## config.mk

```make
export PLATFORM = sky130hd
export DESIGN_NAME = ex_stage
export DESIGN_NICKNAME = d
export VERILOG_FILES = /design/src/common/ex_pkg.sv /design/src/verilog/ex_stage.sv /design/src/verilog/ex_ctrl.sv /design/src/verilog/branch_unit.sv /design/src/divider/divider.sv /design/src/verilog/multiplier.sv /design/src/verilog/int_alu.sv
export SDC_FILE = /design/constraint.sdc
export NUM_CORES = 2
export LEC_CHECK = 0
export BUFFER_PORTS_ARGS = -buffer_cell sky130_fd_sc_hd__buf_2
export CORE_MARGIN = 8
export CORE_UTILIZATION = 40
export DETAILED_ROUTE_END_ITERATION = 10
export PLACE_DENSITY = 0.6
export SYNTH_ARGS = -nofsm -noshare
export SYNTH_HDL_FRONTEND = slang
export SYNTH_SLANG_ARGS = --single-unit
```

## constraint.sdc

```tcl
create_clock -name clk -period 22.8 [get_ports clk]
set_input_delay 1.14 -clock clk [delete_from_list [all_inputs] [get_ports clk]]
set_output_delay 1.14 -clock clk [all_outputs]
set_load 0.005 [all_outputs]
```

## src/common/ex_pkg.sv

```systemverilog
package ex_pkg;

	// Execute operation codes, other encodings are unsupported
	typedef enum logic [4:0] {
		ALU_ADD    = 5'd0,
		ALU_SUB    = 5'd1,
		ALU_XOR    = 5'd2,
		ALU_OR     = 5'd3,
		ALU_AND    = 5'd4,
		ALU_SLL    = 5'd5,
		ALU_SRL    = 5'd6,
		ALU_SRA    = 5'd7,
		ALU_SLT    = 5'd8,
		ALU_SLTU   = 5'd9,
		ALU_MUL    = 5'd10,
		ALU_MULH   = 5'd11,
		ALU_MULHSU = 5'd12,
		ALU_MULHU  = 5'd13,
		ALU_DIV    = 5'd14,
		ALU_DIVU   = 5'd15,
		ALU_REM    = 5'd16,
		ALU_REMU   = 5'd17
	} alu_func_e;

	typedef enum logic [1:0] {
		FWD_RF  = 2'd0,
		FWD_MEM = 2'd1,
		FWD_WB  = 2'd2
	} fwd_sel_e;

	typedef enum logic [1:0] {
		OPA_RS   = 2'd0,
		OPA_PC   = 2'd1,
		OPA_ZERO = 2'd2
	} opa_sel_e;

	typedef enum logic [1:0] {
		OPB_RS   = 2'd0,
		OPB_IMM  = 2'd1,
		OPB_FOUR = 2'd2
	} opb_sel_e;

	typedef enum logic [2:0] {
		BR_NONE = 3'd0,
		BR_BEQ  = 3'd1,
		BR_BNE  = 3'd2,
		BR_BLT  = 3'd3,
		BR_BGE  = 3'd4,
		BR_BLTU = 3'd5,
		BR_BGEU = 3'd6,
		BR_UNC  = 3'd7
	} br_cond_e;

	// ID/EX register contents
	typedef struct packed {
		logic [31:0] pc;
		logic [31:0] imm;
		alu_func_e   func;
		fwd_sel_e    rs1_fwd;
		fwd_sel_e    rs2_fwd;
		opa_sel_e    opa_sel;
		opb_sel_e    opb_sel;
		br_cond_e    br_cond;
		logic        br_reg;
		logic        vld;
	} ex_req_t;

	typedef struct packed {
		logic [31:0] rs1_data;
		logic [31:0] rs2_data;
		logic [31:0] mem_data;
		logic [31:0] wb_data;
	} ex_fwd_t;

	typedef struct packed {
		logic [31:0] alu_res;
		logic [31:0] mem_din;
		logic [31:0] br_pc;
		logic        take_br;
		logic        vld;
		logic        busy;
	} ex_resp_t;

	typedef struct packed {
		logic [31:0] dividend;
		logic [31:0] divisor;
		logic        is_signed;
		logic        start;
	} div_req_t;

endpackage
```

## src/verilog/ex_stage.sv

```systemverilog
module ex_stage (
	input  logic             clk,
	input  logic             rst,
	input  ex_pkg::ex_req_t  req,
	input  ex_pkg::ex_fwd_t  src,
	output ex_pkg::ex_resp_t resp
);
	import ex_pkg::*;

	logic [31:0] opa;
	logic [31:0] opb;
	logic [31:0] rs1_val;
	logic [31:0] alu_out;
	logic [63:0] mul_out;
	logic [31:0] quotient;
	logic [31:0] remainder;
	logic        div_busy;
	div_req_t    div_req;
	logic [31:0] alu_res;
	logic [31:0] mem_din;
	logic        vld;
	logic        busy;
	logic [31:0] br_pc;
	logic        take_br;

	ex_ctrl ex_ctrl_i (
		.clk       (clk),
		.rst       (rst),
		.req       (req),
		.src       (src),
		.alu_out   (alu_out),
		.mul_out   (mul_out),
		.quotient  (quotient),
		.remainder (remainder),
		.div_busy  (div_busy),
		.opa       (opa),
		.opb       (opb),
		.rs1_val   (rs1_val),
		.div_req   (div_req),
		.alu_res   (alu_res),
		.mem_din   (mem_din),
		.vld       (vld),
		.busy      (busy)
	);

	int_alu int_alu_i (
		.opa    (opa),
		.opb    (opb),
		.func   (req.func),
		.result (alu_out)
	);

	multiplier multiplier_i (
		.opa     (opa),
		.opb     (opb),
		.func    (req.func),
		.product (mul_out)
	);

	divider divider_i (
		.clk       (clk),
		.rst       (rst),
		.req       (div_req),
		.quotient  (quotient),
		.remainder (remainder),
		.busy      (div_busy)
	);

	branch_unit branch_unit_i (
		.alu_res (alu_res),
		.rs1_val (rs1_val),
		.pc      (req.pc),
		.imm     (req.imm),
		.cond    (req.br_cond),
		.br_reg  (req.br_reg),
		.vld     (vld),
		.br_pc   (br_pc),
		.take_br (take_br)
	);

	assign resp = '{alu_res: alu_res, mem_din: mem_din, br_pc: br_pc,
		take_br: take_br, vld: vld, busy: busy};

endmodule

```

## src/verilog/ex_ctrl.sv

```systemverilog
module ex_ctrl (
	input  logic             clk,
	input  logic             rst,
	input  ex_pkg::ex_req_t  req,
	input  ex_pkg::ex_fwd_t  src,
	input  logic [31:0]      alu_out,
	input  logic [63:0]      mul_out,
	input  logic [31:0]      quotient,
	input  logic [31:0]      remainder,
	input  logic             div_busy,
	output logic [31:0]      opa,
	output logic [31:0]      opb,
	output logic [31:0]      rs1_val,
	output ex_pkg::div_req_t div_req,
	output logic [31:0]      alu_res,
	output logic [31:0]      mem_din,
	output logic             vld,
	output logic             busy
);
	import ex_pkg::*;

	logic [31:0] rs2_val;
	logic [31:0] prev_opa;
	logic [31:0] prev_opb;
	alu_func_e   prev_func;
	logic        prev_vld;
	logic        new_input;
	logic        is_div;
	logic        start;

	// Forwarding from later stages
	always_comb begin
		case (req.rs1_fwd)
			FWD_MEM: rs1_val = src.mem_data;
			FWD_WB:  rs1_val = src.wb_data;
			default: rs1_val = src.rs1_data;
		endcase
		case (req.rs2_fwd)
			FWD_MEM: rs2_val = src.mem_data;
			FWD_WB:  rs2_val = src.wb_data;
			default: rs2_val = src.rs2_data;
		endcase
	end

	always_comb begin
		case (req.opa_sel)
			OPA_RS:  opa = rs1_val;
			OPA_PC:  opa = req.pc;
			default: opa = 32'h0;
		endcase
		case (req.opb_sel)
			OPB_RS:  opb = rs2_val;
			OPB_IMM: opb = req.imm;
			default: opb = 32'h4;
		endcase
	end

	assign mem_din = rs2_val;

	always_ff @(posedge clk) begin
		prev_opa <= opa;
		prev_opb <= opb;
		if (rst) begin
			prev_func <= ALU_ADD;
			prev_vld  <= 1'b0;
		end else begin
			prev_func <= req.func;
			prev_vld  <= req.vld;
		end
	end

	// Restart the divider only on a changed or freshly valid request
	assign new_input = (prev_opa != opa) || (prev_opb != opb) || (prev_func != req.func)
		|| (req.vld && !prev_vld);

	assign is_div = (req.func == ALU_DIV) || (req.func == ALU_DIVU)
		|| (req.func == ALU_REM) || (req.func == ALU_REMU);
	assign start = is_div && req.vld && new_input && !div_busy;

	always_comb begin
		div_req.dividend  = opa;
		div_req.divisor   = opb;
		div_req.is_signed = (req.func == ALU_DIV) || (req.func == ALU_REM);
		div_req.start     = start;
	end

	always_comb begin
		alu_res = 32'h0;
		vld     = req.vld;
		case (req.func)
			ALU_ADD, ALU_SUB, ALU_XOR, ALU_OR, ALU_AND,
			ALU_SLL, ALU_SRL, ALU_SRA, ALU_SLT, ALU_SLTU: alu_res = alu_out;
			ALU_MUL:                                      alu_res = mul_out[31:0];
			ALU_MULH, ALU_MULHSU, ALU_MULHU:              alu_res = mul_out[63:32];
			ALU_DIV, ALU_DIVU:                            alu_res = quotient;
			ALU_REM, ALU_REMU:                            alu_res = remainder;
			default:                                      vld = 1'b0;
		endcase
	end

	// Hold earlier stages from the start cycle onward
	assign busy = div_busy || start;

	// The divider must accept every start
	assert property (@(posedge clk) disable iff (rst)
		div_req.start |=> div_busy);

endmodule

```

## src/verilog/branch_unit.sv

```systemverilog
module branch_unit (
	input  logic [31:0]      alu_res,
	input  logic [31:0]      rs1_val,
	input  logic [31:0]      pc,
	input  logic [31:0]      imm,
	input  ex_pkg::br_cond_e cond,
	input  logic             br_reg,
	input  logic             vld,
	output logic [31:0]      br_pc,
	output logic             take_br
);
	import ex_pkg::*;

	logic is_zero;

	assign is_zero = (alu_res == 32'h0);

	// ALU runs SUB, SLT or SLTU for the compare
	always_comb begin
		case (cond)
			BR_BEQ:           take_br = is_zero;
			BR_BNE:           take_br = !is_zero;
			BR_BLT, BR_BLTU:  take_br = alu_res[0];
			BR_BGE, BR_BGEU:  take_br = !alu_res[0];
			BR_UNC:           take_br = 1'b1;
			default:          take_br = 1'b0;
		endcase
		if (!vld)
			take_br = 1'b0;
	end

	// JALR target drops bit 0
	assign br_pc = br_reg ? ((rs1_val + imm) & ~32'h1) : (pc + imm);

endmodule

```

## src/divider/divider.sv

```systemverilog
module divider (
	input  logic             clk,
	input  logic             rst,
	input  ex_pkg::div_req_t req,
	output logic [31:0]      quotient,
	output logic [31:0]      remainder,
	output logic             busy
);
	typedef enum logic [1:0] {
		IDLE,
		RUN,
		FIX
	} state_e;

	state_e      state;
	logic [4:0]  step_cnt;
	logic [31:0] quo;
	logic [31:0] rem;
	logic [31:0] divisor_mag;
	logic [31:0] dividend_raw;
	logic        neg_q;
	logic        neg_r;
	logic        div_zero;
	logic [31:0] a_mag;
	logic [31:0] b_mag;
	logic [63:0] first_step;

	// One restoring step, returns {remainder, quotient/dividend shift register}
	function automatic logic [63:0] div_step(input logic [31:0] r, input logic [31:0] q,
		input logic [31:0] d);
		logic [32:0] shifted;
		logic [32:0] diff;
		shifted = {r, q[31]};
		diff = shifted - {1'b0, d};
		if (diff[32])
			return {shifted[31:0], q[30:0], 1'b0};
		else
			return {diff[31:0], q[30:0], 1'b1};
	endfunction

	assign a_mag = (req.is_signed && req.dividend[31]) ? -req.dividend : req.dividend;
	assign b_mag = (req.is_signed && req.divisor[31]) ? -req.divisor : req.divisor;

	// First step is taken on the start edge
	assign first_step = div_step(32'h0, a_mag, b_mag);

	always_ff @(posedge clk) begin
		if (rst) begin
			state    <= IDLE;
			step_cnt <= 5'd0;
		end else begin
			case (state)
				IDLE: begin
					if (req.start) begin
						state    <= RUN;
						step_cnt <= 5'd0;
					end
				end
				RUN: begin
					step_cnt <= step_cnt + 5'd1;
					if (step_cnt == 5'd30)
						state <= FIX;
				end
				FIX:     state <= IDLE;
				default: state <= IDLE;
			endcase
		end
	end

	always_ff @(posedge clk) begin
		case (state)
			IDLE: begin
				if (req.start) begin
					{rem, quo}   <= first_step;
					divisor_mag  <= b_mag;
					dividend_raw <= req.dividend;
					div_zero     <= (req.divisor == 32'h0);
					neg_q        <= req.is_signed && (req.dividend[31] ^ req.divisor[31]);
					neg_r        <= req.is_signed && req.dividend[31];
				end
			end
			RUN: {rem, quo} <= div_step(rem, quo, divisor_mag);
			FIX: begin
				if (div_zero) begin
					quo <= 32'hffff_ffff;
					rem <= dividend_raw;
				end else begin
					// Overflow case wraps back to the dividend here
					if (neg_q)
						quo <= -quo;
					if (neg_r)
						rem <= -rem;
				end
			end
			default: ;
		endcase
	end

	assign quotient  = quo;
	assign remainder = rem;
	assign busy      = (state != IDLE);

	assert property (@(posedge clk) disable iff (rst) $rose(busy) |-> ##32 !busy);

endmodule

```

## src/verilog/multiplier.sv

```systemverilog
module multiplier (
	input  logic [31:0]       opa,
	input  logic [31:0]       opb,
	input  ex_pkg::alu_func_e func,
	output logic [63:0]       product
);
	import ex_pkg::*;

	logic               a_signed;
	logic               b_signed;
	logic signed [32:0] a_ext;
	logic signed [32:0] b_ext;

	// MUL only needs the low word, so its extension does not matter
	assign a_signed = (func == ALU_MULH) || (func == ALU_MULHSU);
	assign b_signed = (func == ALU_MULH);

	assign a_ext = {a_signed & opa[31], opa};
	assign b_ext = {b_signed & opb[31], opb};

	// Low 64 bits of the 33x33 signed product
	assign product = 64'(a_ext) * 64'(b_ext);

endmodule

```

## src/verilog/int_alu.sv

```systemverilog
module int_alu (
	input  logic [31:0]       opa,
	input  logic [31:0]       opb,
	input  ex_pkg::alu_func_e func,
	output logic [31:0]       result
);
	import ex_pkg::*;

	logic [4:0] shamt;

	assign shamt = opb[4:0];

	always_comb begin
		case (func)
			ALU_ADD: begin
				result = opa + opb;
			end
			ALU_SUB: begin
				result = opa - opb;
			end
			ALU_XOR: begin
				result = opa ^ opb;
			end
			ALU_OR: begin
				result = opa | opb;
			end
			ALU_AND: begin
				result = opa & opb;
			end
			ALU_SLL: begin
				result = opa << shamt;
			end
			ALU_SRL: begin
				result = opa >> shamt;
			end
			ALU_SRA: begin
				result = $unsigned($signed(opa) >>> shamt);
			end
			ALU_SLT: begin
				result = {31'h0, $signed(opa) < $signed(opb)};
			end
			ALU_SLTU: begin
				result = {31'h0, opa < opb};
			end
			// Multiply and divide results come from their own units
			default: begin
				result = 32'h0;
			end
		endcase
	end

endmodule

```

==> flow_summary_export.csv <==
group,metric,value,unit
logic_synthesis,synthTopCellsByArea,"fa_1, ha_1, inv_1",
clock_tree,postCtsHoldBufs,0,
logic_synthesis,synth-edff-count,131,
logic_synthesis,synth-async-reset-ratio,0,
global_route,grt_max_degree,96,
placement,port-buffer-count,310,
layout,area_growth,7.75,%
clock_tree,cts_max_path_buffers,3,
timing,rsz0062_at_grt,"no",
logic_synthesis,synth_seq_cells,208,
logic_synthesis,synth_area_leader_cell,"fa_1",
logic_synthesis,ys_warn_count,0,
setup_path,slowest_stage,"a2111oi_1",
timing,hold_viol,0,
floorplan,fp.dieH,419,um
placement,dpl.hpwl,267000,um
detailed_routing,wirelength,340000,um
logic_synthesis,synthesis.area,64900,um2
floorplan,rows,148,
timing,fin_crit,17240,ps
timing,fin_crit_sh,0.756,
clock_tree,clock-sinks,208,
floorplan,core-area,162000,um2
min_path,hp-class,"reg -> reg",
detailed_routing,avgRoutedWirePerCell,33.3,um
logic_synthesis,yosys_most_used_dff,"edfxtp_1",
clock_tree,cts.clk_slew.worst_paths,60,ps
setup_path,startpoint,"req[11]",
setup_path,critPathBufInv,11,
detailed_routing,drc,0,
global_route,grt_usage,0.379,
setup_path,reg2reg_from,"divider_i.quotient[31]$_DFFE_PP_",
detailed_routing,ant_nets,0,
power_and_ir_drop,ir_worst_vdd,0.191,mV
timing,skew,31.0,ps
timing,fmax,58.0,MHz
detailed_routing,drt_first_pass_iters,8,
outcome,status,"finished clean",
layout,drive_above_1_share,0.0850,
clock_tree,cts_root_buf,"clkbuf_16",
floorplan,die_area,176000,um2
logic_synthesis,syn_inst,7937,
setup_path,cp.arrival,16100,ps
placement,dpl_cell_area,69100,um2
timing,setup_violations,0,
timing,worstMarginPinSlew,1370,ps
clock_tree,cts_setup_buffers,0,
setup_path,path_common_cell,"fa_1",
setup_path,crit_cells,39,
floorplan,boundaryPins,311,
setup_path,crit_path_end_kind,"primary output",
power_and_ir_drop,power_density,76.2,nW/um2
global_route,grt_pass1_wl,481000,um
setup_path,critPathLaunchType,"input pin",
logic_synthesis,ys_seq_area_frac,0.0843,
setup_path,cp_slowest_stage_delay,860,ps
logic_synthesis,synth_top_area_share,0.348,
setup_path,worst-setup-path-type,"in -> out",
layout,design_area,70000,um2
clock_tree,insertion_delay,560,ps
setup_path,worstRegToRegCells,19,
placement,finalWeightedCongestion,1.09,
detailed_routing,drt_iter0_drc,8313,
timing,slew_headroom,0.0599,
setup_path,r2r_setup_slack,16690,ps
floorplan,initial_utilization,0.401,
logic_synthesis,synth_cell_types,96,
logic_synthesis,syn_nets,9697,
setup_path,r2r_end,"divider_i.remainder[14]$_DFFE_PP_",
timing,slew_viol_final,0,
global_route,grt_antenna_before_repair,39,
run,cap_violations,0,
setup_path,critPathCapture,"resp[2]",
global_route,first_global_vias,64000,
detailed_routing,routed_via_density,6.21,
clock_tree,cts_resized,0,
clock_tree,tritoncts,"done",
layout,final_common_cell,"inv_1",
detailed_routing,vias,63200,
setup_path,path_max_fanout,67,
power_and_ir_drop,leakagePower,31.5,nW
global_route,overflow,0,
clock_tree,h-tree-depth,1,
layout,final_cell_mix,"inv_1, fa_1, nand2_1",
timing,finalSetupTns,0,ps
setup_path,crit_family,"adder cells",
layout,nets,9735,
floorplan,die_w,419,um
logic_synthesis,syn_area_per_cell,8.18,um2
setup_path,critPathRequiredTime,21660,ps
clock_tree,cts_inserted_buffers,23,
## state kept, by name, summed over array words and instances (netlist names)
name / count
divider_i.div_zero: 1
divider_i.dividend_raw: 32
divider_i.remainder: 32
ex_ctrl_i.prev_opb: 32
divider_i.quotient: 32
divider_i.step_cnt: 5
divider_i.neg_r: 1
divider_i.neg_q: 1
ex_ctrl_i.prev_func: 5
ex_ctrl_i.prev_vld: 1
divider_i.state: 2
ex_ctrl_i.prev_opa: 32
divider_i.divisor_mag: 32
## synthesized netlist by cell type (30+ instances only)
master and instances:
o22ai_1 34, a22oi_1 99, nand3b_1 47, nor2_1 789
o31ai_1 30, nor3_1 118, a21o_1 66, o221ai_1 45
nor4_1 52, buf_1 99, mux2i_1 128, a211oi_1 49
mux2_2 32, a221oi_1 40, ha_1 418, a31oi_1 78
or3_1 37, xor2_1 91, nor2b_1 59, fa_1 1130
nand3_1 78, o21a_1 38, and2_1 37, o211ai_1 54
nand4_1 43, a21oi_1 326, o21ai_0 328, dfxtp_1 77
nand2_1 1048, edfxtp_1 131, xnor2_1 231, buf_2 41
nand2b_1 54, clkbuf_1 325, inv_1 1298, and3_1 31
## power breakdown
group,switching (W),internal [W]
Combinational,0.00310,0.00133
Sequential,0.0000573,0.000447
Clock,0.000179,0.000223
Total,0.00334,0.00200
## worst min-delay path, stage by stage, from the launching register on
cell and delay (ps):
dfxtp_1 340, inv_1 100, a221oi_1 80
## layer usage
layer | global-route usage | up-vias | part of all wire
met5 | 0 | - | 0.00043
met4 | 0.253 | 26 | 0.086
met3 | 0.108 | 1143 | 0.11
met2 | 0.559 | 4349 | 0.42
met1 | 0.483 | 31900 | 0.38
li1 | - | 25800 | -
## how the worst min path moves through the flow
stage	from	endpoint	depth (start not counted)
floorplan	divider_i.step_cnt[2]$_SDFFE_PP0P_	divider_i.step_cnt[2]$_SDFFE_PP0P_	2
global placement	divider_i.step_cnt[2]$_SDFFE_PP0P_	divider_i.step_cnt[2]$_SDFFE_PP0P_	2
detailed placement	divider_i.state[1]$_SDFFE_PP0P_	divider_i.state[1]$_SDFFE_PP0P_	2
CTS	divider_i.state[1]$_SDFFE_PP0P_	divider_i.state[1]$_SDFFE_PP0P_	2
global route	divider_i.step_cnt[2]$_SDFFE_PP0P_	divider_i.step_cnt[2]$_SDFFE_PP0P_	2
finish	divider_i.state[0]$_SDFFE_PP0P_	divider_i.state[0]$_SDFFE_PP0P_	2
## logic make-up after synthesis
family,share of synthesized area
simple gates,0.165
xor+xnor,0.0434
compound gates,0.144
fa+ha+maj,0.429
flops,0.0843
mux,0.0266
buf+inv,0.107
## per-stage QoR
stage | hold slack (ps) | worst slack (ps) | power [W] | instances | utilization
6_report | 572 | 5560 | 0.00534 | 10200 | 0.432
5_1_grt | 602 | 5310 | 0.00556 | 10200 | 0.432
4_1_cts | 568 | 5920 | 0.00517 | 10200 | 0.432
3_5_place_dp | 555 | 5970 | 0.00475 | 10100 | 0.427
3_3_place_gp | 505 | 6060 | 0.00478 | 10100 | 0.427
2_1_floorplan | 490 | 9780 | 0.00292 | 7937 | -
## layout make-up
class                   count  area, um2
fillers                 16400      92000
multi-input cells        5917      53000
flip-flops and latches    208       5480
inverters                1326       4980
repair buffers            499       2990
well taps                2175       2720
clock buffers              29        629
clock inverters            13        151
diodes                     23       57.6
No activity file was read; power rests on OpenSTA's default activity.
